--- src/logic/pmp_pkg.sv ---
/*
 * PMP definitions shared by the checker blocks and the testbench.
 * Privilege levels, address-match modes and the pmpcfg byte layout.
 * Import with pmp_pkg::* in the module header.
 */

package pmp_pkg;

  ////////////////////////////////////////
  // privilege levels
  ////////////////////////////////////////

  // encoding as in mstatus.mpp, 2'b10 is reserved
  typedef enum logic [1:0] {
    PRV_U = 2'b00,  // user
    PRV_S = 2'b01,  // supervisor
    PRV_M = 2'b11   // machine
  } prv_t;

  ////////////////////////////////////////
  // address-match modes (pmpcfg.A)
  ////////////////////////////////////////

  typedef enum logic [1:0] {
    OFF   = 2'b00,  // entry disabled, never matches
    TOR   = 2'b01,  // top of range, lower bound from entry below
    NA4   = 2'b10,  // naturally aligned 4 byte region
    NAPOT = 2'b11   // naturally aligned power of two, 8 bytes and up
  } pmp_mode_t;

  ////////////////////////////////////////
  // pmpcfg entry byte
  ////////////////////////////////////////

  // msb first, same bit order as the pmpcfg CSR byte
  typedef struct packed {
    logic       l;     // lock, also enforces rwx on M mode
    logic [1:0] rsvd;  // reads as zero
    pmp_mode_t  a;     // match mode
    logic       x;     // instruction fetch allowed
    logic       w;     // store allowed
    logic       r;     // load allowed
  } pmpcfg_t;

endpackage
--- src/logic/bus_pkg.sv ---
/*
 * Access request types seen by the PMP checker.
 * Transfer size codes, the raw request and the registered word bounds.
 */

package bus_pkg;
  import pmp_pkg::*;

  // widest physical address the structs can carry, modules use PLEN <= this
  localparam int unsigned PLEN_MAX = 34;

  typedef enum logic [2:0] {
    BYTE  = 3'b000,
    HWORD = 3'b001,
    WORD  = 3'b010,
    DWORD = 3'b011,
    QWORD = 3'b100   // codes above this count as one byte
  } xfer_size_t;

  typedef struct packed {
    logic [PLEN_MAX-1:0] addr;   // physical byte address
    xfer_size_t          size;
    logic                we;     // store
    logic                instr;  // instruction fetch
    prv_t                prv;    // effective privilege of the access
  } access_t;

  // stage one result, word granular and inclusive on both ends
  typedef struct packed {
    logic                valid;
    logic [PLEN_MAX-3:0] lb;     // first word touched
    logic [PLEN_MAX-3:0] ub;     // last word touched
    logic                we;
    logic                instr;
    prv_t                prv;
  } access_bounds_t;

endpackage

--- src/logic/pmp_entry.sv ---
/*
 * One PMP entry. Decodes the region from mode and pmpaddr and flags
 * whether any or all words of the stage one access fall inside it.
 */

`timescale 1ns/1ps

module pmp_entry
  import pmp_pkg::*;
  import bus_pkg::*;
#(
  parameter int PLEN = 34
) (
  input  pmpcfg_t         cfg_i,
  input  logic [PLEN-3:0] addr_i,       // pmpaddr, word address
  input  logic [PLEN-3:0] prev_addr_i,  // pmpaddr of the entry below
  input  access_bounds_t  bounds_i,
  output logic            match_any_o,  // some word inside
  output logic            match_all_o   // every word inside
);

  // region and access bounds in words, two spare msbs so NAPOT
  // regions at the top of memory do not wrap
  logic [PLEN-1:0] reg_lb;   // inclusive
  logic [PLEN-1:0] reg_ub;   // exclusive
  logic [PLEN-1:0] acc_lb;
  logic [PLEN-1:0] acc_ub;   // inclusive
  logic [PLEN-1:0] napot_mask;
  logic            entry_on;
  int              ones;

  // count of ones from bit 0 up to the first zero
  function automatic int trailing_ones(logic [PLEN-3:0] a);
    int n;
    n = 0;
    for (int i = 0; i < PLEN-2; i++) begin
      if (a[i] && (n == i)) begin
        n++;
      end
    end
    return n;
  endfunction

  ////////////////////////////////////////
  // region decode
  ////////////////////////////////////////

  assign ones       = trailing_ones(addr_i);
  assign napot_mask = {PLEN{1'b1}} << (ones + 1);  // 2^(ones+3) bytes

  always_comb begin
    reg_lb = '0;
    reg_ub = '0;
    case (cfg_i.a)
      TOR: begin
        reg_lb = PLEN'(prev_addr_i);
        reg_ub = PLEN'(addr_i);   // empty if prev >= addr
      end
      NA4: begin
        reg_lb = PLEN'(addr_i);
        reg_ub = PLEN'(addr_i) + PLEN'(1);
      end
      NAPOT: begin
        reg_lb = PLEN'(addr_i) & napot_mask;
        reg_ub = (PLEN'(addr_i) & napot_mask) + (PLEN'(1) << (ones + 1));
      end
      default: ;  // OFF
    endcase
  end

  ////////////////////////////////////////
  // match
  ////////////////////////////////////////

  assign acc_lb   = PLEN'(bounds_i.lb[PLEN-3:0]);
  assign acc_ub   = PLEN'(bounds_i.ub[PLEN-3:0]);
  assign entry_on = (cfg_i.a != OFF);

  // disjoint when access starts at or above top, or ends below base
  assign match_any_o = entry_on & ~((acc_lb >= reg_ub) | (acc_ub < reg_lb));
  assign match_all_o = entry_on & (acc_lb >= reg_lb) & (acc_ub < reg_ub);

endmodule

--- config.mk ---
export PLATFORM = sky130hd
export DESIGN_NAME = pmp_entry
export DESIGN_NICKNAME = d
export VERILOG_FILES = /design/src/logic/pmp_pkg.sv /design/src/logic/bus_pkg.sv /design/src/logic/pmp_entry.sv
export SDC_FILE = /design/constraint.sdc
export NUM_CORES = 1
export LEC_CHECK = 0
export BUFFER_PORTS_ARGS = -buffer_cell sky130_fd_sc_hd__buf_2
export CORE_ASPECT_RATIO = 0.75
export CORE_MARGIN = 2
export CORE_UTILIZATION = 30
export DETAILED_ROUTE_END_ITERATION = 8
export PLACE_DENSITY_LB_ADDON = 0.2
export REMOVE_ABC_BUFFERS = 1
export SLEW_MARGIN = 40
export SYNTH_ARGS = -nofsm -noshare
export SYNTH_HDL_FRONTEND = slang
export SYNTH_SLANG_ARGS = --single-unit
--- constraint.sdc ---
create_clock -name vclk -period 176.4
set_clock_uncertainty 0.1 [all_clocks]
set_input_delay 35.28 -clock vclk [all_inputs]
set_output_delay 35.28 -clock vclk [all_outputs]
set_load 0.01 [all_outputs]
## After elaboration in Yosys (flattened, before gate mapping)

Index checks and enable logic that the tools add are counted.

| cells by class | value |
|---|---|
| bitwise logic cells | 6 |
| reduce and logical (&&, ||, !) cells | 32 |
| $add $sub $neg | 34 |
| muxes and demuxes | 34 |
| equal/unequal tests | 34 |
| shifts and indexed selects | 2 |
| magnitude comparators | 4 |

Operator list:

| operator | count |
|---|---|
| $add 32x2->32 const B | 31 |
| $mux 32 | 30 |
| $eq 32x6->1 const B | 16 |
| $eq 32x5->1 const B | 8 |
| $pmux 34 s3 | 2 |
| $eq 32x4->1 const B | 4 |
| $ge 32x34->1 | 2 |
| $lt 32x34->1 | 2 |
| $eq 32x3->1 const B | 2 |
| $add 34x34->34 | 1 |
| $and 32x34->34 | 1 |
| $shl 1x32->34 const A | 1 |
| $shl 34x32->34 const A | 1 |
| $add 32x1->33 const B | 1 |
| $logic_and 1x1->1 | 31 |
| $eq 2x2->1 const B | 2 |
| $and 1x1->1 | 3 |
| $add 1x1->2 const B | 1 |
| $eq 2x1->1 const B | 1 |
| $mux 2 | 1 |
| $reduce_bool 2->1 | 1 |
| $eq 1x1->1 const B | 1 |
| $mux 1 | 1 |
| $not 1->1 | 1 |
| $or 1x1->1 | 1 |

| storage, ports and cells | value |
|---|---|
| bits of input ports | 141 |
| word-level logic and storage cells | 146 |
| bits in registers | 0 |

## Longest topological paths before layout

Gate-level depths: netlist (run 1).

| logic depth | value |
|---|---|
| word-level depth | 103 |
| gate-level depth with buffers | 240 |

## Worst setup path after synthesis (run 1)

Ideal clock, no wire load.

| timing path | value |
|---|---|
| path type | in2out |
| start point | input addr_i[1] |
| end point | output match_any_o |
| required time | 141020 ps |
| arrival time | 76077 ps |
| path buffers | 5 |
| setup slack | 64943 ps |
| cell stages on the path | 232 |
| path through | inv_1 > ha_1 > and3b_1 > or2_2 > ha_1 > ha_1 > and2_2 > xnor3_1 > ha_1 > nand3b_1 > a211oi_1 > a41oi_1 > and2_1 > clkbuf_1 > ha_1 > and2_1 > nand4_2 > nand2b_1 > (+196 left out) > a21o_1 > a21o_1 > a21o_1 > a21o_1 > a21o_1 > a21o_1 > xor2_1 > nand2_1 > o21ai_0 > a22oi_1 > ha_1 > a21o_1 > a21oi_1 > o21ai_0 > a21oi_1 > nor2b_1 > a311o_1 > a211oi_1 |

| on the way | value |
|---|---|
| longest elaborated chain between the ends | 101 |
| elaborated cells on any way between the ends | 135 |
| those cells by class | add/sub: 33; order compare: 2; eq/ne: 30; shift: 2; mux: 33; bitwise: 4; reduce/logical: 31 |

RTL lines:

| what | line | text |
|---|---|---|
| from (decl) | pmp_entry.sv:15 | `input logic [PLEN-3:0] addr_i,` |
| branches (longest 98 deep; another with $add 32x2->32) | -- |  |
| $or 1x1->1 * | pmp_entry.sv:80 | `assign match_any_o = entry_on & ~((acc_lb >= reg_ub) \| (acc_ub < reg_lb));` |
| $not 1->1 * | pmp_entry.sv:80 |  |
| $and 1x1->1 * | pmp_entry.sv:80 |  |
| to (decl) | pmp_entry.sv:18 | `output logic match_any_o,` |

Every way passes the cells marked *.

## Worst setup path after layout (run 1)

| timing path | value |
|---|---|
| start point | input addr_i[0] |
| end point | output match_any_o |

| on the way | value |
|---|---|
| longest elaborated chain between the ends | 103 |
| elaborated cells on any way between the ends | 138 |
| those cells by class | add/sub: 34; order compare: 2; eq/ne: 31; shift: 2; mux: 34; bitwise: 4; reduce/logical: 31 |

RTL lines:

| what | line |
|---|---|
| branches (longest 100 deep; another with $add 32x2->32) | -- |
| $or 1x1->1 * | pmp_entry.sv:80 |
| $not 1->1 * | pmp_entry.sv:80 |
| $and 1x1->1 * | pmp_entry.sv:80 |

Marks and branches as above.

==> flow_metrics.env, run 1 <==
export IMPL_status="complete, no violations"
export IMPL_cts_setup_buffers=0
export IMPL_wl_per_cell_um=19.1
export IMPL_hold_class="in -> out"
export IMPL_relSlewSlack=0.429
export IMPL_die_h_um=173
export IMPL_dp_hpwl_um=35800
export IMPL_ys_top_cells_by_count="213 x ha_1, 151 x nand2_1, 140 x nor2_1"
export IMPL_combPwrFrac=1.000
export IMPL_drv_slew=0
export IMPL_synthTopCellsByArea="ha_1 23%, mux2_2 5.1%, nand2_1 5.0%"
export IMPL_start_util=0.307
export IMPL_drv_cap=0
export IMPL_p_leak_nw=5.54
export IMPL_power_clock_fraction=0
export IMPL_yosysSeqAreaShare=0
export IMPL_grt_max_degree=72
export IMPL_synth_most_common_cell="ha_1"
export IMPL_core_area_mm2=0.0373
export IMPL_peakVddDrop_mv=0.00118
export IMPL_nClkBuffers=0
export IMPL_avgSynthCellArea_um2=7.04
export IMPL_grt_use_met2=0.319
export IMPL_hold_path_depth=6
export IMPL_hold_violations=0
export IMPL_drive_above_1_share=0.163
export IMPL_final_antenna_net_count=0
export IMPL_drt_iter0_markers=1051
export IMPL_die_x_um=230
export IMPL_io_pins=143
export IMPL_finalCritPeriodShare=0.680
export IMPL_timing_worst_setup_path_type="in -> out"
export IMPL_netlist_instances=1627
export IMPL_final_util=0.337
export IMPL_setup_viol=0
export IMPL_seq_cell_count=0
export IMPL_crit_start="addr_i[0]"
export IMPL_rsz0062_at_grt="false"
export IMPL_cts_repair_resized=0
export IMPL_finalCriticalPeriod_ns=119.94
export IMPL_p_switching_w=0.0000203
export IMPL_diodes=0
export IMPL_postCtsHoldBufs=0
export IMPL_grt_overflow_total=0
export IMPL_area_growth_synth_to_final_pct=9.89
export IMPL_via_per_inst=5.83
export IMPL_switching_share=0.613
export IMPL_synth_distinct_cells=109
export IMPL_cp_max_fo=18
export IMPL_worstPathRequired_ns=141.02
export IMPL_busiest_layer="met2"
export IMPL_dr_pass1_iters=5
export IMPL_core_rowCount=61
export IMPL_grt_pass1_wl_um=66100
export IMPL_placed_cell_area_mm2=0.0126
export IMPL_antenna_found_initial=0
export IMPL_startpoint_type="input port"
export IMPL_yosysTopAreaCell="ha_1"
export IMPL_synth_top_area_share=0.233
export IMPL_drc=0
export IMPL_io_buffers=132
export IMPL_final_nets=2056
export IMPL_track_usage=0.202
export IMPL_pwr_share_seq=0
export IMPL_cp_end_kind="output port"
export IMPL_grt_use_met3=0.00594
export IMPL_synth_area_mm2=0.0114
export IMPL_place_congestion=0.953
export IMPL_crit_path_frequent_cell="ha_1"
export IMPL_met1_usage=0.307
export IMPL_slowest_stage="nor3_2"
export IMPL_ys_warn_count=0
export IMPL_regArea_um2=0
export IMPL_hold_ws_ns=71.02
export IMPL_setup_tns_ns=0
export IMPL_power_density_mw_per_mm2=2.63
export IMPL_p_int_w=0.0000128
export IMPL_vias=12800
export IMPL_worst_path_largest_cell_delay_ns=0.65
export IMPL_finish_instance_area_mm2=0.0126
export IMPL_die_area_mm2=0.0398
export IMPL_power_total_w=0.0000331
export IMPL_wirelength_um=42100
export IMPL_tightestPinTransition_ns=0.849
export IMPL_clock_fmax_ghz=0.00834
export IMPL_worstHoldStart="bounds_i[35]"
export IMPL_arrival_ns=84.56
export IMPL_grt_pass1_vias=12100
## critical path: cells and delay by family
| kind | cells | cell delay [ns] |
|---|---|---|
| mux | 9 | 3.04 |
| compound gates | 82 | 18.98 |
| simple gates | 77 | 15.95 |
| buf+inv | 20 | 2.43 |
| xor+xnor | 9 | 1.75 |
| fa+ha+maj | 33 | 7.01 |
## layout by cell type (no fill, tap or decap), drive strengths merged, types with 4 or more instances in the layout
cell     Yosys  routed
nor2       140     140
o211ai      17      17
nor2b       26      26
or3         18      18
o2111ai      4       4
o21ai       97      97
nand2      153     153
a21oi      115     115
nor3        39      39
mux2        53      53
o21a        12      12
a2111oi      8       8
o211a        4       4
nand2b      28      28
nand4       42      42
a32oi       10      10
xnor2       41      41
a31o        11      11
a21boi      17      17
nor3b        4       4
nor4        27      27
ha         213     213
a21o        52      52
o31ai       15      15
a22oi       48      48
xor2        29      29
and3        26      26
a211oi      22      22
or4          5       5
buf         13     140
mux2i        8       8
nand3       65      65
and2        27      27
a31oi       14      14
and4         5       5
or2         12      12
a211o        4       4
a221oi       9       9
inv         79      79
## area by class of cell
cell class         count  area [um2]
fillers             4029       24700
repair buffers       140         721
inverters             79         297
multi-input cells   1480       10900
well taps            504         631
## final timing paths
kind | endpoint | slack (ns)
setup / recovery | match_any_o | 56.46
hold / removal | match_all_o | 71.02
## kinds of logic (layout without fill, tap and decap cells)
group / count (synthesis) / in the layout / synth area share
xor+xnor: 72 / 72 / 0.0599
fa+ha+maj: 214 / 214 / 0.235
simple gates: 628 / 628 / 0.285
mux: 61 / 61 / 0.0591
buf+inv: 147 / 219 / 0.0496
compound gates: 505 / 505 / 0.312
## layer usage
metal | vias to the layer above | share of wire
met5 | - | 0
met4 | 0 | 0.019
met3 | 49 | 0.052
met2 | 426 | 0.43
met1 | 6060 | 0.50
li1 | 6308 | -
## stage by stage
stage / std cells / setup WS, ns
3_5_place_dp: 2203 / 57.62
2_1_floorplan: 1559 / 65.07
6_report: 2203 / 56.46
4_1_cts: 2203 / 57.36
5_1_grt: 2203 / 52.26
3_3_place_gp: 2203 / 57.32
## power by group through the flow
stage	combinational, W	clock, W	sequential [W]
after floorplan	0.0000218	0	0
after global placement	0.0000322	0	0
after detailed placement	0.0000325	0	0
after CTS	0.0000327	0	0
after global routing	0.0000370	0	0
final	0.0000331	0	0
(Power assumes the default switching activity.)
==> run 2, diff against run 1 <==
==> constraint.sdc (replaced) <==
create_clock -name vclk -period 109.6
set_clock_uncertainty 0.1 [all_clocks]
set_input_delay 21.92 -clock vclk [all_inputs]
set_output_delay 21.92 -clock vclk [all_outputs]
set_load 0.01 [all_outputs]
==> run 2 against run 1 <==
- sequential share of layout area is the same
- sequential cell count is the same
- combinational power is 61% higher
- via count is 0.58% lower
- routed wire length down 0.36%
- critical path depth is 1 lower
- non-clock buffer count unchanged
==> flow_metrics.env, run 2 (synthesis results as in run 1) <==
export IMPL_dr_pass1_iters=5
export IMPL_pwr_share_seq=0
export IMPL_setup_tns_ns=0
export IMPL_p_int_w=0.0000206
export IMPL_grt_pass1_wl_um=66300
export IMPL_timing_worst_setup_path_type="in -> out"
export IMPL_vias=12800
export IMPL_rsz0062_at_grt="false"
export IMPL_io_pins=143
export IMPL_antenna_found_initial=1
export IMPL_die_area_mm2=0.0398
export IMPL_core_area_mm2=0.0373
export IMPL_worstHoldStart="bounds_i[35]"
export IMPL_mostFrequentLayoutCells="213 x ha_1, 151 x nand2_1, 139 x nor2_1"
export IMPL_final_nets=2056
export IMPL_mostFrequentLayoutCell="ha_1"
export IMPL_drv_cap=0
export IMPL_tightestPinTransition_ns=0.891
export IMPL_grt_max_degree=72
export IMPL_clock_fmax_ghz=0.0107
export IMPL_power_total_w=0.0000532
export IMPL_drv_slew=0
export IMPL_final_antenna_net_count=0
export IMPL_wirelength_um=42000
export IMPL_grt_pass1_vias=12200
export IMPL_area_growth_synth_to_final_pct=9.89
export IMPL_start_util=0.307
export IMPL_cts_repair_resized=0
export IMPL_power_density_mw_per_mm2=4.23
export IMPL_drive_above_1_share=0.163
export IMPL_status="complete, no violations"
export IMPL_via_per_inst=5.80
export IMPL_slowest_stage="nor3_2"
export IMPL_dp_hpwl_um=35800
export IMPL_power_clock_fraction=0
export IMPL_relSlewSlack=0.401
export IMPL_track_usage=0.202
export IMPL_finalCriticalPeriod_ns=93.08
export IMPL_finalCritPeriodShare=0.849
export IMPL_die_h_um=173
export IMPL_p_leak_nw=5.54
export IMPL_arrival_ns=71.06
export IMPL_p_switching_w=0.0000325
export IMPL_cp_end_kind="output port"
export IMPL_hold_path_depth=6
export IMPL_worstPathRequired_ns=87.58
export IMPL_grt_overflow_total=0
export IMPL_switching_share=0.612
export IMPL_cts_setup_buffers=0
export IMPL_hold_path_end="match_all_o"
export IMPL_hold_violations=0
export IMPL_nClkBuffers=0
export IMPL_die_x_um=230
export IMPL_placed_cell_area_mm2=0.0126
export IMPL_core_rowCount=61
export IMPL_wl_per_cell_um=19.0
export IMPL_peakVddDrop_mv=0.00195
export IMPL_io_buffers=132
export IMPL_postCtsHoldBufs=0
export IMPL_cp_max_fo=18
export IMPL_combPwrFrac=1.000
export IMPL_finish_instance_area_mm2=0.0126
export IMPL_place_congestion=0.952
export IMPL_worst_path_largest_cell_delay_ns=0.66
export IMPL_seq_cell_count=0
export IMPL_diodes=0
export IMPL_drc=0
export IMPL_setup_viol=0
export IMPL_drt_iter0_markers=919
export IMPL_crit_start="addr_i[0]"
export IMPL_hold_class="in -> out"
export IMPL_startpoint_type="input port"
export IMPL_crit_path_frequent_cell="ha_1"
export IMPL_regArea_um2=0
[run 2: cell counts in the layout (fill, tap and decap cells not counted)]
Identical to the previous run, type by type.
[run 2: area by class of cell]
cell class	count	area, um2
Fill cell	4049	24700
Inverter	79	297
Multi-Input combinational cell	1480	10900
Tap cell	504	631
Timing Repair Buffer	140	721
[run 2: critical path: cells and delay by family]
kind,cells,cell delay (ns)
compound gates,81,18.51
simple gates,78,16.35
fa+ha+maj,33,7.17
mux,9,2.99
buf+inv,19,2.31
xor+xnor,9,1.79
[run 2: how the worst max path moves through the flow]
| stage | endpoint | slack, ns | depth (start not counted) |
|---|---|---|---|
| after floorplan | match_any_o | 24.99 | 227 |
| after global routing | match_any_o | 12.32 | 232 |
| after global placement | match_any_o | 17.26 | 228 |
| after detailed placement | match_any_o | 17.61 | 230 |
| after CTS | match_any_o | 17.33 | 230 |
| final | match_any_o | 16.52 | 229 |
[run 2: through the flow]
step	utilization	std cells	hold slack, ns	setup WS (ns)
finish	0.337	2203	44.29	16.52
global route	0.337	2203	44.34	12.32
CTS	0.336	2203	44.29	17.33
detailed placement	0.336	2203	44.29	17.61
global placement	0.336	2203	44.30	17.26
floorplan	-	1559	43.93	24.99
[run 2: power groups by stage]
stage	registers, W	clock network, W	logic, W
floorplan	0	0	0.0000351
global placement	0	0	0.0000518
detailed placement	0	0	0.0000523
CTS	0	0	0.0000527
global route	0	0	0.0000597
finish	0	0	0.0000532
[run 2: routing by layer]
metal  wire (um)  GRT usage  up-vias
met2       17900      0.319      417
met1       21000      0.301     5996
met4        1010     0.0449        0
li1            -          -     6302
met3        2100    0.00956       53
met5           0          0        -
==> run 3, diff against run 2 <==
==> constraint.sdc (replaced) <==
create_clock -name vclk -period 88.3
set_clock_uncertainty 0.1 [all_clocks]
set_input_delay 17.66 -clock vclk [all_inputs]
set_output_delay 17.66 -clock vclk [all_outputs]
set_load 0.01 [all_outputs]
==> run 3 against run 2 <==
- non-clock buffer count stayed put
- global-route usage fell by 0.075 points
- worst setup slack worse by 12 ns
==> flow_metrics.env, run 3 (synthesis results as in run 1) <==
export IMPL_status="complete, no violations"
export IMPL_hold_ws_ns=35.76
export IMPL_nClkBuffers=0
export IMPL_worst_path_largest_cell_delay_ns=0.57
export IMPL_core_area_mm2=0.0373
export IMPL_io_pins=143
export IMPL_slowest_stage="or3_1"
export IMPL_wl_per_cell_um=19.3
export IMPL_place_ws_ns=4.82
export IMPL_antenna_found_initial=2
export IMPL_drt_iter0_markers=1049
export IMPL_tightestPinTransition_ns=0.941
export IMPL_drv_cap=0
export IMPL_final_nets=2056
export IMPL_seq_cell_count=0
export IMPL_drv_slew=0
export IMPL_timing_worst_setup_path_type="in -> out"
export IMPL_startpoint_type="input port"
export IMPL_start_util=0.307
export IMPL_layout_setup_ws_ns=4.16
export IMPL_place_congestion=0.953
export IMPL_via_per_inst=5.82
export IMPL_finalCriticalPeriod_ns=84.14
export IMPL_crit_start="addr_i[0]"
export IMPL_crit_path_frequent_cell="ha_1"
export IMPL_vias=12800
export IMPL_die_x_um=230
export IMPL_io_buffers=132
export IMPL_hold_violations=0
export IMPL_area_growth_synth_to_final_pct=9.99
export IMPL_worstPathRequired_ns=70.54
export IMPL_core_rowCount=61
export IMPL_track_usage=0.202
export IMPL_mostFrequentLayoutCells="213 x ha_1, 151 x nand2_1, 138 x nor2_1"
export IMPL_arrival_ns=66.38
export IMPL_grt_max_degree=72
export IMPL_hold_class="in -> out"
export IMPL_dr_pass1_iters=6
export IMPL_die_area_mm2=0.0398
export IMPL_dp_hpwl_um=36100
export IMPL_grt_overflow_total=0
export IMPL_cp_max_fo=18
export IMPL_clock_fmax_ghz=0.0119
export IMPL_rsz0062_at_grt="false"
export IMPL_wirelength_um=42500
export IMPL_worstHoldStart="bounds_i[35]"
export IMPL_finalCritPeriodShare=0.953
export IMPL_cp_end_kind="output port"
export IMPL_regArea_um2=0
export IMPL_setup_viol=0
export IMPL_drive_above_1_share=0.163
export IMPL_grt_pass1_vias=12100
export IMPL_mostFrequentLayoutCell="ha_1"
export IMPL_grt_pass1_wl_um=65700
export IMPL_setup_tns_ns=0
export IMPL_relSlewSlack=0.371
export IMPL_die_h_um=173
export IMPL_drc=0
export IMPL_final_antenna_net_count=0
## run 3: changes by cell type in the layout (fill, tap and decap cells not counted), sizes merged
| cell | before | now |
|---|---|---|
| diode | 0 | 2 |
## run 3: timing repair
action,4_1_cts,5_1_grt
resized for setup,0,2
hold buffers,0,0
setup buffers,0,0
endpoints found under the setup margin,0,2
## run 3: layout make-up
class | count | area [um2]
Multi-Input combinational cell | 1480 | 10900
Inverter | 79 | 297
Tap cell | 504 | 631
Antenna cell | 2 | 5.00
Timing Repair Buffer | 140 | 721
Fill cell | 4099 | 24700
## run 3: final timing paths
path,end,slack (ns),cells past startpoint
worst max-delay path,match_any_o,4.16,232
worst min-delay path,match_all_o,35.76,6
## run 3: layer usage
metal	global-route usage	routed length [um]	share of wire	vias up
met4	0.0419	945	0.022	0
met5	0	0	0	-
met2	0.316	18100	0.43	441
met1	0.299	20900	0.49	6027
li1	-	-	-	6321
met3	0.0155	2580	0.061	49
## run 3: critical path: cells and delay by family
| kind | cells | cell delay [ns] |
|---|---|---|
| AOI/OAI and AO/OA | 79 | 17.20 |
| xor gates and xnor gates | 9 | 1.72 |
| adders and majority gates | 33 | 7.17 |
| buffers and inverters | 20 | 2.41 |
| muxes | 9 | 3.04 |
| and+or+nand+nor | 82 | 17.06 |
## run 3: stage by stage
step                       util  cells  instance area, um2
after global routing      0.337   2203               12600
after detailed placement  0.336   2203               12600
after floorplan               -   1559               11200
final                     0.337   2205               12600
after CTS                 0.336   2203               12600
after global placement    0.336   2203               12500
